### src/vc_arb_pkg.sv
`default_nettype none

package vc_arb_pkg;

    localparam int unsigned NUM_RAMS    = 8;
    localparam int unsigned NUM_CHANS   = 2;
    localparam int unsigned CHAN_SLOTS  = 10;
    localparam int unsigned RAM_SLOTS   = 20;
    localparam int unsigned CHAN_SLOT_W = $clog2(CHAN_SLOTS);
    localparam int unsigned RAM_SLOT_W  = $clog2(RAM_SLOTS);

    typedef enum logic [1:0] {
        DIR_WEST  = 2'd0,
        DIR_EAST  = 2'd1,
        DIR_SOUTH = 2'd2,
        DIR_NORTH = 2'd3
    } dir_e;

    typedef enum logic {
        OP_WRITE = 1'b0,
        OP_READ  = 1'b1
    } op_e;

    typedef struct packed {
        logic [1:0] block;
        logic       chan;                           // low bit of the ram index
    } ram_loc_t;

    typedef union packed {
        logic [2:0] idx;                            // flat ram 0..7
        ram_loc_t   loc;
    } ram_idx_u;

    typedef struct packed {
        op_e        opcode;
        dir_e       dir;
        ram_idx_u   dest;
        logic [7:0] tag;
    } sched_req_t;

    function automatic logic [RAM_SLOT_W-1:0] rd_ram_slot(input logic [1:0] block);
        return RAM_SLOT_W'(block) + 1'b1;
    endfunction

    function automatic logic [CHAN_SLOT_W-1:0] wr_cmd_delay(input dir_e dir);
        case (dir)
            DIR_WEST:  return 4'd2;
            DIR_EAST:  return 4'd3;
            DIR_SOUTH: return 4'd9;
            default:   return 4'd8;                 // north
        endcase
    endfunction

    function automatic logic [RAM_SLOT_W-1:0] wr_block_delay(input logic [1:0] block);
        return 5'd8 - RAM_SLOT_W'(block);
    endfunction

    // channel delay plus block delay, at most 17
    function automatic logic [RAM_SLOT_W-1:0] wr_ram_slot(input dir_e dir,
                                                          input logic [1:0] block);
        return RAM_SLOT_W'(wr_cmd_delay(dir)) + wr_block_delay(block);
    endfunction

endpackage

`default_nettype wire

### src/channel_timer_bank.sv
`default_nettype none

module channel_timer_bank
    import vc_arb_pkg::*;
(
    input  logic                                  clk,
    input  logic                                  rst_n,
    input  logic                                  acc_0,
    input  sched_req_t                            pld_0,
    input  logic                                  acc_1,
    input  sched_req_t                            pld_1,
    output logic [NUM_CHANS-1:0][CHAN_SLOTS-1:0] chan_busy
);

    logic [1:0]                            acc;
    sched_req_t                            pld [2];
    logic [NUM_CHANS-1:0][CHAN_SLOTS-1:0] book;

    assign acc    = {acc_1, acc_0};
    assign pld[0] = pld_0;
    assign pld[1] = pld_1;

    always_comb begin
        book = '0;
        for (int c = 0; c < NUM_CHANS; c++) begin
            for (int p = 0; p < 2; p++) begin
                if (acc[p] && pld[p].opcode == OP_WRITE && pld[p].dest.loc.chan == 1'(c)) begin
                    book[c][wr_cmd_delay(pld[p].dir)] = 1'b1;   // channel busy once the cmd lands
                end
            end
        end
    end

    always_ff @(posedge clk or negedge rst_n) begin
        if (!rst_n) begin
            chan_busy <= '0;
        end else begin
            for (int c = 0; c < NUM_CHANS; c++) begin
                chan_busy[c] <= (chan_busy[c] >> 1) | book[c];
            end
        end
    end

endmodule

`default_nettype wire

### src/dual_grant_rr_arb.sv
`default_nettype none

module dual_grant_rr_arb
    import vc_arb_pkg::*;
#(
    parameter int unsigned REQ_NUM = 7
) (
    input  logic               clk,
    input  logic               rst_n,
    input  logic [REQ_NUM-1:0] req_vld,
    input  sched_req_t         req_pld [REQ_NUM],
    output logic [REQ_NUM-1:0] req_rdy,
    output logic               grant_vld_0,
    output sched_req_t         grant_pld_0,
    output logic               grant_vld_1,
    output sched_req_t         grant_pld_1,
    input  logic [1:0]         grant_rdy
);

    localparam int unsigned PTR_W = (REQ_NUM > 1) ? $clog2(REQ_NUM) : 1;

    logic [PTR_W-1:0] ptr;                          // highest priority requester
    logic             hit_0;
    logic             hit_1;
    logic [PTR_W-1:0] idx_0;
    logic [PTR_W-1:0] idx_1;
    logic             acc_0;
    logic             acc_1;

    function automatic logic [PTR_W-1:0] next_idx(input logic [PTR_W-1:0] idx);
        return (idx == PTR_W'(REQ_NUM - 1)) ? '0 : idx + 1'b1;
    endfunction

    // walk once around from ptr, take the first two valid
    always_comb begin : search
        logic [PTR_W-1:0] idx;

        hit_0 = 1'b0;
        hit_1 = 1'b0;
        idx_0 = '0;
        idx_1 = '0;
        idx   = ptr;
        for (int k = 0; k < REQ_NUM; k++) begin
            if (req_vld[idx]) begin
                if (!hit_0) begin
                    hit_0 = 1'b1;
                    idx_0 = idx;
                end else if (!hit_1) begin
                    hit_1 = 1'b1;
                    idx_1 = idx;
                end
            end
            idx = next_idx(idx);
        end
    end

    assign grant_vld_0 = hit_0;
    assign grant_pld_0 = req_pld[idx_0];
    assign grant_vld_1 = hit_1;                     // only with a second valid
    assign grant_pld_1 = req_pld[idx_1];

    assign acc_0 = hit_0 && grant_rdy[0];
    assign acc_1 = hit_1 && grant_rdy[1];

    always_comb begin
        req_rdy = '0;
        if (acc_0) begin
            req_rdy[idx_0] = 1'b1;
        end
        if (acc_1) begin
            req_rdy[idx_1] = 1'b1;
        end
    end

    // port 1 holds the later requester in search order
    always_ff @(posedge clk or negedge rst_n) begin
        if (!rst_n) begin
            ptr <= '0;
        end else if (acc_1) begin
            ptr <= next_idx(idx_1);
        end else if (acc_0) begin
            ptr <= next_idx(idx_0);
        end
    end

endmodule

`default_nettype wire

### src/ram_timer_bank.sv
`default_nettype none

module ram_timer_bank
    import vc_arb_pkg::*;
(
    input  logic                                clk,
    input  logic                                rst_n,
    input  logic                                acc_0,
    input  sched_req_t                          pld_0,
    input  logic                                acc_1,
    input  sched_req_t                          pld_1,
    output logic [NUM_RAMS-1:0][RAM_SLOTS-1:0] ram_busy
);

    logic [1:0]                         acc;
    sched_req_t                         pld [2];
    logic [NUM_RAMS-1:0][RAM_SLOTS-1:0] book;

    assign acc    = {acc_1, acc_0};
    assign pld[0] = pld_0;
    assign pld[1] = pld_1;

    always_comb begin
        book = '0;
        for (int r = 0; r < NUM_RAMS; r++) begin
            for (int p = 0; p < 2; p++) begin
                // reads take no ram slot
                if (acc[p] && pld[p].opcode == OP_WRITE && pld[p].dest.idx == 3'(r)) begin
                    book[r][wr_ram_slot(pld[p].dir, pld[p].dest.loc.block)] = 1'b1;
                end
            end
        end
    end

    always_ff @(posedge clk or negedge rst_n) begin
        if (!rst_n) begin
            ram_busy <= '0;
        end else begin
            for (int r = 0; r < NUM_RAMS; r++) begin
                ram_busy[r] <= (ram_busy[r] >> 1) | book[r];    // bit 0 is the next cycle
            end
        end
    end

endmodule

`default_nettype wire

### src/slot_conflict_mask.sv
`default_nettype none

module slot_conflict_mask
    import vc_arb_pkg::*;
#(
    parameter int unsigned RD_REQ_NUM = 3,
    parameter int unsigned WR_REQ_NUM = 4
) (
    input  logic [RD_REQ_NUM-1:0]                 rd_vld,
    input  sched_req_t                            rd_pld [RD_REQ_NUM],
    input  logic [WR_REQ_NUM-1:0]                 wr_vld,
    input  sched_req_t                            wr_pld [WR_REQ_NUM],
    input  logic [NUM_RAMS-1:0][RAM_SLOTS-1:0]    ram_busy,
    input  logic [NUM_CHANS-1:0][CHAN_SLOTS-1:0]  chan_busy,
    output logic [RD_REQ_NUM-1:0]                 rd_allowed,
    output logic [WR_REQ_NUM-1:0]                 wr_allowed
);

    // a read goes straight onto its channel next cycle, then reaches the ram
    for (genvar i = 0; i < RD_REQ_NUM; i++) begin : g_rd
        ram_idx_u dest;
        logic     chan_free;
        logic     ram_free;

        assign dest      = rd_pld[i].dest;
        assign chan_free = !chan_busy[dest.loc.chan][0];
        assign ram_free  = !ram_busy[dest.idx][rd_ram_slot(dest.loc.block)];

        assign rd_allowed[i] = rd_vld[i] && chan_free && ram_free;
    end

    // write requester i comes from direction i
    for (genvar i = 0; i < WR_REQ_NUM; i++) begin : g_wr
        localparam dir_e DIR = dir_e'(i);

        ram_idx_u dest;
        logic     chan_free;
        logic     ram_free;

        assign dest      = wr_pld[i].dest;
        assign chan_free = !chan_busy[dest.loc.chan][wr_cmd_delay(DIR)];
        assign ram_free  = !ram_busy[dest.idx][wr_ram_slot(DIR, dest.loc.block)];

        assign wr_allowed[i] = wr_vld[i] && chan_free && ram_free;
    end

endmodule

`default_nettype wire

### src/vc_bank_sched.sv
`default_nettype none

module vc_bank_sched
    import vc_arb_pkg::*;
#(
    parameter  int unsigned RD_REQ_NUM = 3,
    localparam int unsigned WR_REQ_NUM = 4,         // one per direction
    localparam int unsigned REQ_NUM    = RD_REQ_NUM + WR_REQ_NUM
) (
    input  logic                  clk,
    input  logic                  rst_n,
    input  logic [RD_REQ_NUM-1:0] rd_vld,
    input  sched_req_t            rd_pld [RD_REQ_NUM],
    output logic [RD_REQ_NUM-1:0] rd_rdy,
    input  logic [WR_REQ_NUM-1:0] wr_vld,
    input  sched_req_t            wr_pld [WR_REQ_NUM],
    output logic [WR_REQ_NUM-1:0] wr_rdy,
    output logic                  grant_vld_0,
    output sched_req_t            grant_pld_0,
    output logic                  grant_vld_1,
    output sched_req_t            grant_pld_1,
    input  logic [1:0]            grant_rdy     // from sram side
);

    logic [RD_REQ_NUM-1:0]                rd_allowed;
    logic [WR_REQ_NUM-1:0]                wr_allowed;
    logic [REQ_NUM-1:0]                   all_vld;
    sched_req_t                           all_pld [REQ_NUM];
    logic [REQ_NUM-1:0]                   all_rdy;
    logic                                 acc_0;
    logic                                 acc_1;
    logic [NUM_RAMS-1:0][RAM_SLOTS-1:0]   ram_busy;
    logic [NUM_CHANS-1:0][CHAN_SLOTS-1:0] chan_busy;

    // reads take the low arbiter indices
    assign all_vld = {wr_allowed, rd_allowed};
    for (genvar i = 0; i < RD_REQ_NUM; i++) begin : g_rd_pld
        assign all_pld[i] = rd_pld[i];
    end
    for (genvar i = 0; i < WR_REQ_NUM; i++) begin : g_wr_pld
        assign all_pld[RD_REQ_NUM + i] = wr_pld[i];
    end
    assign {wr_rdy, rd_rdy} = all_rdy;

    assign acc_0 = grant_vld_0 && grant_rdy[0];
    assign acc_1 = grant_vld_1 && grant_rdy[1];

    slot_conflict_mask #(
        .RD_REQ_NUM (RD_REQ_NUM),
        .WR_REQ_NUM (WR_REQ_NUM)
    ) u_mask (
        .rd_vld     (rd_vld),
        .rd_pld     (rd_pld),
        .wr_vld     (wr_vld),
        .wr_pld     (wr_pld),
        .ram_busy   (ram_busy),
        .chan_busy  (chan_busy),
        .rd_allowed (rd_allowed),
        .wr_allowed (wr_allowed)
    );

    dual_grant_rr_arb #(
        .REQ_NUM     (REQ_NUM)
    ) u_arb (
        .clk         (clk),
        .rst_n       (rst_n),
        .req_vld     (all_vld),
        .req_pld     (all_pld),
        .req_rdy     (all_rdy),
        .grant_vld_0 (grant_vld_0),
        .grant_pld_0 (grant_pld_0),
        .grant_vld_1 (grant_vld_1),
        .grant_pld_1 (grant_pld_1),
        .grant_rdy   (grant_rdy)
    );

    ram_timer_bank u_ram_timer (
        .clk      (clk),
        .rst_n    (rst_n),
        .acc_0    (acc_0),
        .pld_0    (grant_pld_0),
        .acc_1    (acc_1),
        .pld_1    (grant_pld_1),
        .ram_busy (ram_busy)
    );

    channel_timer_bank u_chan_timer (
        .clk       (clk),
        .rst_n     (rst_n),
        .acc_0     (acc_0),
        .pld_0     (grant_pld_0),
        .acc_1     (acc_1),
        .pld_1     (grant_pld_1),
        .chan_busy (chan_busy)
    );

endmodule

`default_nettype wire

### config.mk
export PLATFORM = sky130hd
export DESIGN_NAME = vc_bank_sched
export DESIGN_NICKNAME = d
export VERILOG_FILES = /design/src/vc_arb_pkg.sv /design/src/channel_timer_bank.sv /design/src/dual_grant_rr_arb.sv /design/src/ram_timer_bank.sv /design/src/slot_conflict_mask.sv /design/src/vc_bank_sched.sv
export SDC_FILE = /design/constraint.sdc
export NUM_CORES = 1
export LEC_CHECK = 0
export BUFFER_PORTS_ARGS = -buffer_cell sky130_fd_sc_hd__buf_2
export CORE_UTILIZATION = 44
export CTS_CLUSTER_DIAMETER = 120
export DETAILED_ROUTE_END_ITERATION = 16
export SYNTH_ARGS = -nofsm -noshare
export SYNTH_HDL_FRONTEND = slang
export SYNTH_SLANG_ARGS = --single-unit
### constraint.sdc
create_clock -name clk -period 13.1 [get_ports clk]
set_input_delay 0.655 -clock clk [delete_from_list [all_inputs] [get_ports clk]]
set_output_delay 0.655 -clock clk [all_outputs]
set_load 0.05 [all_outputs]
## Yosys cells after proc, flatten, opt, wreduce, memory -nomap -nowiden

Cells that the tools add are included.

- Bits in writable memories: 0
- Memory bits (read-only): 0
- Memories: 0
- Output and inout bits: 37
- Register bits: 183
- Word-level logic and storage cells: 463
- Latch bits: 0
- Bits of input ports: 109

- $add $sub $neg: 37
- Muxes and demuxes: 209
- $mul: 0
- Eq/ne operators: 26
- Div/mod/pow operators: 0
- Reductions and logical operators: 79
- Order comparisons: 74
- Shift-type cells: 0
- Bitwise logic cells: 27

Operator list:

| operator | number |
|---|---|
| 20-bit two-way mux | 23 |
| 20-bit binary-select mux with 3-bit select | 7 |
| 19-bit by 20-bit bitwise OR with 20-bit output | 8 |
| 20-bit bitwise OR | 8 |
| 5-bit by 6-bit < comparator with 1-bit output, second input constant | 23 |
| 3-bit two-way mux | 42 |
| 4-bit two-way mux | 22 |
| 14-bit binary-select mux with 3-bit select | 2 |
| 4-bit by 5-bit adder with 5-bit output | 16 |
| 1-bit demux with 5-bit select | 16 |
| 5-bit by 1-bit >= comparator with 1-bit output, second input constant | 16 |
| 3-bit by 4-bit < comparator with 1-bit output, second input constant | 16 |
| 1-bit two-way mux | 61 |
| 1-bit logical AND | 60 |
| 10-bit two-way mux | 6 |
| 14-bit two-way mux | 4 |
| 3-bit == test, second input constant | 16 |
| 1-bit binary-select mux with 5-bit select | 7 |
| 4-bit by 2-bit subtractor with 5-bit output, first input constant | 6 |
| 3-bit by 1-bit adder with 3-bit output, second input constant | 8 |
| 4-bit one-hot mux with 3 select lines | 2 |
| 1-bit binary-select mux with 3-bit select | 7 |
| 4-bit by 5-bit < comparator with 1-bit output, second input constant | 4 |
| 10-bit bitwise OR | 2 |
| other kinds (23) | 70 |

## Longest topological paths before layout

Gate-level depths: netlist (run 1).

- Depth in word-level cells: 42
- Depth in mapped cells: 31
- Depth with buffers taken out: 28

## Cells and area by module

A second synthesis (run 1) with hierarchy kept.

- Cell total of the unflattened synthesis: 1298
- Area, all modules: 13013.7 um^2

By module, submodules not included:

| module | cells each | sequential area each (um^2) | instances | area an instance (um^2) |
|---|---|---|---|---|
| ram_timer_bank | 524 | 4003.8 | 1 | 6820.3 |
| dual_grant_rr_arb | 471 | 75.1 | 1 | 3400.8 |
| slot_conflict_mask | 237 | 0.0 | 1 | 1879.3 |
| channel_timer_bank | 64 | 500.5 | 1 | 900.9 |
| vc_bank_sched | 2 | 0.0 | 1 | 12.5 |

## Least setup slack after synthesis (run 1)

Ideal clock, no wire load.

- Path kind: input to register
- Start point: in rd_pld[22] (netlist name)
- End point: reg u_ram_timer.ram_busy[15] (netlist name)
- Stages: 24
- Setup slack: 5.624 ns
- Required time: 13.035 ns
- Arrival time: 7.411 ns
- Library setup time: 0.065 ns
- Buffers on the path: 3
- Cells stage by stage: buf_4 mux4_2 mux2_2 a221oi_4 nor2_1 a222oi_1 a21oi_2 xnor2_2 a2111oi_0 o22ai_1 a21boi_2 clkbuf_1 mux2i_1 o21ai_0 mux2_2 ha_1 clkbuf_1 or3_1 fa_1 nor3_1 a21oi_1 or3_1 nor3_1 a31o_2

RTL lines:

| what | RTL line | text |
|---|---|---|
| start, declared | vc_bank_sched.sv:13 | `input sched_req_t rd_pld [RD_REQ_NUM],` |
| end signal, assigned by index | ram_timer_bank.sv:40 | `ram_busy[r] <= (ram_busy[r] >> 1) \| book[r];` |
| end, declared | ram_timer_bank.sv:12 | `output logic [NUM_RAMS-1:0][RAM_SLOTS-1:0] ram_busy` |

## Final worst setup path (run 1)

- Start point: in wr_pld[50] (netlist name)
- End point: reg u_ram_timer.ram_busy[103] (netlist name)

- Longest elaborated chain between the ends: 41
- Elaborated cells between the ends (all ways): 119
- Those cells by class: add/sub: 4; order compare: 4; eq/ne: 6; mux: 85; bitwise: 6; reduce/logical: 14

RTL lines:

| what | RTL line | text |
|---|---|---|
| start, declared | vc_bank_sched.sv:16 | `input sched_req_t wr_pld [WR_REQ_NUM],` |
| 20-bit binary-select mux with 3-bit select | slot_conflict_mask.sv:42 | `assign ram_free = !ram_busy[dest.idx][wr_ram_slot(DIR, dest.loc.block)];` |
| 20-bit two-way mux (implied by the code) | slot_conflict_mask.sv:42 |  |
| 1-bit binary-select mux with 5-bit select | slot_conflict_mask.sv:42 |  |
| 1-bit two-way mux (implied by the code) | slot_conflict_mask.sv:42 |  |
| 1-bit zero test | slot_conflict_mask.sv:42 |  |
| 1-bit logical AND | slot_conflict_mask.sv:44 | `assign wr_allowed[i] = wr_vld[i] && chan_free && ram_free;` |
| 1-bit binary-select mux with 3-bit select | dual_grant_rr_arb.sv:44 | `if (req_vld[idx]) begin` |
| 1-bit two-way mux (implied by the code) | dual_grant_rr_arb.sv:44 |  |
| (+25 left out) | -- |  |
| 4-bit by 5-bit adder with 5-bit output | vc_arb_pkg.sv:61 | `return RAM_SLOT_W'(wr_cmd_delay(dir)) + wr_block_delay(block);` |
| 5-bit by 6-bit < comparator with 1-bit output (implied by the code) / 5-bit by 1-bit >= comparator with 1-bit output (equally long branches) | ram_timer_bank.sv:29 | `book[r][wr_ram_slot(pld[p].dir, pld[p].dest.loc.block)] = 1'b1;` |
| 1-bit logical AND (implied by the code) | ram_timer_bank.sv:29 |  |
| 1-bit two-way mux (implied by the code) | ram_timer_bank.sv:29 |  |
| 1-bit demux with 5-bit select | -- |  |
| 20-bit bitwise OR (no line) | -- |  |
| 20-bit two-way mux (*) | ram_timer_bank.sv:28 | `if (acc[p] && pld[p].opcode == OP_WRITE && pld[p].dest.idx == 3'(r)) begin` |
| 19-bit by 20-bit bitwise OR with 20-bit output (*) | ram_timer_bank.sv:40 |  |

Mark *: on every way between the ends. The rest lies on a longest branch, timed or not. The select of a mux whose other input is x is not followed.
A chain may end at the register's enable or synchronous reset.

==> metrics.cfg, run 1 <==
[status]
outcome=complete, no violations

[floorplanning]
placementRows=62
die_h_um=173.3
ios=146
die_area_um2=30030
core_area_um2=28780
die_w_um=173.3
start_util_pct=44.87

[cts]
clockBufferDepth=2
htree_levels=4
holdBufCountCts=0
clockRootBuffer=clkbuf_16
cts_tree=done
clkLatencyLatePin_ns=0.46
cts_buffers=17
cts_resized=0
cts_sinks=179
post-cts-setup-buffers=0
clk_pin_slew_ns=0.07

[detailed_routing]
dr.pass1.iters=5
wire_per_inst_um=24.74
wl_met3_um=3894
wl_met2_um=23200
vias=12940
route.detailed.drc=0
wl_um=48250
drt_iter0_markers=1149
wl_met1_um=19180
top_layer=met4
drtAntennaViolNets=0
viasPerCell=6.637

[logic_synthesis]
synth_xor_area_share_pct=0.6008
synth_cells=1469
syn_area_um2=12910
ys_ff_latch=179
ys_warn_count=0
synth_edf_count=0
synthFlopType=dfrtp_1
syn_area_per_cell_um2=8.790
synthAdderAreaFrac_pct=2.442
synth_compound_area_share_pct=26.23
synthMuxAreaShare_pct=13.04
syn_nets=1602
yosys.area_share.simple_pct=18.55
synth_top_family_by_area=compound AO/OA/AOI/OAI gates
synthArstFlopShare_pct=100.0
synth-seq-area-share_pct=34.69
yosysUniqueCellTypes=90

[timing]
finalSetupViolCount=0
fmax_mhz=111.2
worst_pin_slew_ns=1.204
skew_ns=0.01873
relSlewSlack_pct=17.63
rsz0062_at_grt=false
drv_slew=0
hold_violations=0
fin_crit_ns=8.996
tns_ns=0
period_share_pct=68.68

[worst_setup_path]
crit_type=in -> reg
cp_num_buf_inv=3
crit_family=compound AO/OA/AOI/OAI gates
worstPathRequired_ns=13.49
max_stage_delay_ns=0.75
cp-end-kind=flip-flop
critPathSlowestCell=a211oi_1
start_kind=input port
crit_arrival_ns=9.39
crit_path_max_fanout=30

[global_route]
grt_pass1_vias=12510
antenna_found_initial=2
track_usage_pct=32.15
grt_pass1_wl_um=74580
overflow=0
grt_max_degree=106

[job]
maxCapViolCount=0

[placement]
portBuffers=145
hpwlAfterDp_um=34670
gp_routability_congestion=0.9820

[min_path]
min_path_type=in -> async

[final_layout]
drive_above_1_share_pct=19.44
mostFrequentLayoutCell=nand2_1
final_nets=1684
mostFrequentLayoutCells=nand2_1 (184), dfrtp_1 (179), buf_2 (144)
area_growth_pct=11.76

## area by class of cell
class | instances | area [µm²]
Timing Repair Buffer | 159 | 837.1
Tap cell | 384 | 480.5
Multi-Input combinational cell | 1166 | 7885
Sequential cell | 179 | 4479
Clock buffer | 17 | 425.4
Antenna cell | 2 | 5.005
Clock inverter | 15 | 211.5
Inverter | 28 | 107.6
Fill cell | 2745 | 14350
## sequential cells by signal (all words and copies together) (netlist names)
signal                  count
u_ram_timer.ram_busy      156
u_chan_timer.chan_busy     20
u_arb.ptr                   3
## routing by layer
metal / vias to the layer above / GRT usage (%)
met5: - / 0
met4: 0 / 13.68
met3: 126 / 5.658
met2: 707 / 53.30
met1: 6395 / 41.30
li1: 5715 / -
## Yosys cell counts, types with 5 or more instances
| library cell | instances | area [µm²] |
|---|---|---|
| nor4_1 | 5 | 31.28 |
| a221o_1 | 42 | 420.4 |
| o21ai_0 | 108 | 540.5 |
| and3_1 | 12 | 75.07 |
| ha_1 | 22 | 275.3 |
| buf_1 | 7 | 26.28 |
| or3_1 | 8 | 50.05 |
| nor3_1 | 33 | 165.2 |
| a2111oi_0 | 7 | 61.31 |
| a22o_1 | 11 | 96.34 |
| mux4_2 | 32 | 720.7 |
| buf_4 | 13 | 97.59 |
| a21oi_1 | 127 | 635.6 |
| o31ai_1 | 6 | 45.04 |
| a21o_1 | 6 | 45.04 |
| buf_2 | 16 | 80.08 |
| nand2b_1 | 18 | 112.6 |
| a21bo_2 | 5 | 50.05 |
| a31oi_1 | 46 | 287.8 |
| o211ai_1 | 9 | 67.56 |
| o21ai_1 | 39 | 195.2 |
| xnor2_1 | 5 | 43.79 |
| and2_1 | 20 | 125.1 |
| buf_6 | 5 | 56.30 |
| nor2_1 | 99 | 371.6 |
| a31o_2 | 10 | 87.58 |
| or2_2 | 7 | 43.79 |
| a22oi_1 | 11 | 82.58 |
| o22ai_1 | 11 | 68.82 |
| a221oi_1 | 8 | 70.07 |
| a211oi_1 | 11 | 82.58 |
| nor2b_1 | 18 | 112.6 |
| mux2_2 | 25 | 281.5 |
| dfrtp_1 | 179 | 4479 |
| nand2_1 | 184 | 690.7 |
| o221ai_1 | 8 | 70.07 |
| nand4_1 | 7 | 43.79 |
| nand3_1 | 62 | 310.3 |
| inv_1 | 23 | 86.33 |
| mux2i_1 | 67 | 670.6 |
| clkbuf_1 | 55 | 206.5 |
## cells by family after synthesis
group	Yosys count
adder cells (fa/ha/maj)	24
AND/OR/NAND/NOR	498
flip-flops	179
XOR/XNOR	8
multiplexers	125
AO/OA/AOI/OAI	511
buffers and inverters	124
## worst paths after layout
path	start	endpoint	slack, ns	depth (start not counted)
worst max register to register	u_ram_timer.ram_busy[10]	u_ram_timer.ram_busy[103]	4.42	25
worst min-delay path	rst_n	u_ram_timer.ram_busy[129]	0.30	1
max in group asynchronous	rst_n	u_ram_timer.ram_busy[106]	11.23	2
worst min register to register	u_chan_timer.chan_busy[7]	u_chan_timer.chan_busy[6]	0.35	0
worst max-delay path	wr_pld[50]	u_ram_timer.ram_busy[103]	4.10	26
min in group clk	u_chan_timer.chan_busy[7]	u_chan_timer.chan_busy[6]	0.35	0
## per-stage QoR
step	hold slack (ns)	cell area [µm²]	instances	setup slack, ns	utilization [%]
global route	0.3652	14430	1949	3.390	50.13
CTS	0.3517	14430	1948	4.272	50.13
global placement	0.3316	13790	1916	4.064	47.91
floorplan	0.3312	12910	1469	5.624	-
detailed placement	0.3347	13790	1916	3.844	47.91
finish	0.3037	14430	1950	4.104	50.14
Power of run 1 is left out: the tool's default activity adds up to more than one toggle a clock period on the data nets, which glitch-free logic cannot reach.
==> run 2, diff against run 1 <==
--- a/config.mk
+++ b/config.mk
@@ -9,6 +9,7 @@
 export CORE_UTILIZATION = 44
 export CTS_CLUSTER_DIAMETER = 120
 export DETAILED_ROUTE_END_ITERATION = 16
+export PLACE_DENSITY = 0.65
 export SYNTH_ARGS = -nofsm -noshare
 export SYNTH_HDL_FRONTEND = slang
 export SYNTH_SLANG_ARGS = --single-unit
==> constraint.sdc (replaced) <==
create_clock -name clk -period 8.2 [get_ports clk]
set_input_delay 0.41 -clock clk [delete_from_list [all_inputs] [get_ports clk]]
set_output_delay 0.41 -clock clk [all_outputs]
set_load 0.05 [all_outputs]
==> run 2 against run 1 <==
Net effect:
- worst setup slack lost 3.5 ns
- cell count is 3.6% higher
- sequential share of layout area is 1.1 points lower
- via count up 2.3%
- critical path depth is the same
- critical path type unchanged
==> metrics.cfg, run 2 (synthesis results as in run 1) <==
[worst_setup_path]
worstPathRequired_ns=8.57  ; -4.92 ns
ff2ff_path_depth=25  ; unchanged
crit_top_cell=or3_1
r2r-start=u_ram_timer.ram_busy[131]
crit_type=in -> reg
critPathSlowestCell=a211oi_1
start_kind=input port
r2r_setup_slack_ns=0.68  ; -3.74 ns
crit_arrival_ns=7.96  ; -1.43 ns
crit_path_max_fanout=13  ; -57%
rr_endpoint=u_ram_timer.ram_busy[87]
cp-end-kind=flip-flop
max_stage_delay_ns=0.74  ; about the same

[cts]
clk_pin_slew_ns=0.07  ; about the same
holdBufCountCts=0  ; unchanged
cts_resized=0  ; unchanged
post-cts-setup-buffers=0  ; unchanged
cts_sinks=179  ; unchanged
cts_tree=done
cts_buffers=17  ; unchanged
clockRootBuffer=clkbuf_16
htree_levels=4  ; unchanged
clkLatencyLatePin_ns=0.43  ; -0.03 ns
clockBufferDepth=2  ; unchanged

[global_route]
grt_pass1_wl_um=74290  ; -0.38%
grt_pass1_vias=12940  ; +3.5%
overflow=0  ; unchanged
grt_max_degree=100  ; -5.7%
track_usage_pct=31.82  ; -0.33 points
antenna_found_initial=1  ; -1

[timing]
relSlewSlack_pct=31.82  ; +14 points
fmax_mhz=131.7
skew_ns=0.01015  ; -0.008583 ns
worst_pin_slew_ns=1.023  ; -0.1818 ns
drv_slew=0  ; unchanged
hold_violations=0  ; unchanged
finalSetupViolCount=0  ; unchanged
period_share_pct=92.59
rsz0062_at_grt=false
tns_ns=0  ; unchanged
fin_crit_ns=7.592

[final_layout]
mostFrequentLayoutCells=nand2_1 (184), dfrtp_1 (179), buf_2 (144)
design_area_um2=14940  ; +3.5%
n_antenna_cell=0  ; -2
fillers=2656  ; -3.2%
max_flop_register=u_ram_timer.ram_busy
largest_register_ffs=156  ; unchanged
mostFrequentLayoutCell=nand2_1
final_nets=1757  ; +4.3%
reg_top3=u_ram_timer.ram_busy: 156 flops, u_chan_timer.chan_busy: 20 flops, u_arb.ptr: 3 flops
area_growth_pct=15.72
drive_above_1_share_pct=22.91  ; +3.5 points

[detailed_routing]
drtAntennaViolNets=0  ; unchanged
wl_um=48130  ; -0.24%
drt_iter0_markers=1545  ; +34%
dr.pass1.iters=5  ; unchanged
viasPerCell=6.549  ; -1.3%
wl_met1_um=19110  ; -0.37%
vias=13240  ; +2.3%
wire_per_inst_um=23.81  ; -3.7%
route.detailed.drc=0  ; unchanged
wl_met3_um=3893  ; about the same
wl_met2_um=22620  ; -2.5%
top_layer=met5

[job]
maxCapViolCount=0  ; unchanged

[floorplanning]
die_h_um=173.3  ; unchanged
placementRows=62  ; unchanged
core_area_um2=28780  ; unchanged
die_area_um2=30030  ; unchanged
ios=146  ; unchanged
start_util_pct=44.87  ; unchanged
die_w_um=173.3  ; unchanged

[status]
outcome=complete, no violations

[placement]
post_dp_cell_area_um2=14340  ; +4.0%
gp_routability_congestion=0.9880  ; +0.61%
hpwlAfterDp_um=36050  ; +4.0%
portBuffers=145  ; unchanged

[min_path]
min_path_type=in -> async

run 2: layout make-up:
| class | count | area (µm²) | share of cell area, % |
|---|---|---|---|
| clock buffer | 19 | 432.9 | 2.897 |
| clock inverter | 13 | 171.4 | 1.147 |
| inverter | 28 | 107.6 | 0.7201 |
| multi-input combinational | 1166 | 7885 | 52.77 |
| sequential | 179 | 4479 | 29.98 |
| tap | 384 | 480.5 | 3.216 |
| timing repair buffer | 232 | 1385 | 9.270 |
run 2: worst max-delay path: cells and delay by family:
family | cells | cell delay [ns]
and+or+nand+nor | 9 | 2.37
AOI/OAI and AO/OA | 10 | 2.85
adders and majority gates | 2 | 0.79
buffers and inverters | 3 | 0.66
muxes | 2 | 0.84
run 2: through the flow:
stage / worst slack (ns) / utilization, % / std cells / hold WS, ns
2_1_floorplan: 0.9694 / - / 1469 / 0.1144
3_3_place_gp: 0.4509 / 49.82 / 1989 / 0.3319
3_5_place_dp: 0.3801 / 49.82 / 1989 / 0.3355
4_1_cts: 0.7994 / 51.92 / 2021 / 0.1390
5_1_grt: 0.1297 / 51.92 / 2021 / 0.1421
6_report: 0.6076 / 51.92 / 2021 / 0.07289
run 2: worst max-delay path by stage:
stage / start / depth (start not counted) / slack (ns) / endpoint
CTS: wr_pld[50] / 25 / 0.80 / u_ram_timer.ram_busy[113]
floorplan: rd_pld[22] / 24 / 0.97 / u_ram_timer.ram_busy[15]
global placement: wr_pld[50] / 27 / 0.45 / u_ram_timer.ram_busy[63]
finish: wr_pld[50] / 26 / 0.61 / u_ram_timer.ram_busy[87]
global route: wr_pld[50] / 26 / 0.13 / u_ram_timer.ram_busy[87]
detailed placement: wr_pld[50] / 26 / 0.38 / u_ram_timer.ram_busy[87]
run 2: metal layers:
metal  track usage [%]  vias up
met5                 0        -
met4             17.11        2
met3             5.855      183
met2             51.92      738
met1             40.05     6469
li1                  -     5844
Power of run 2 is left out for the same reason.
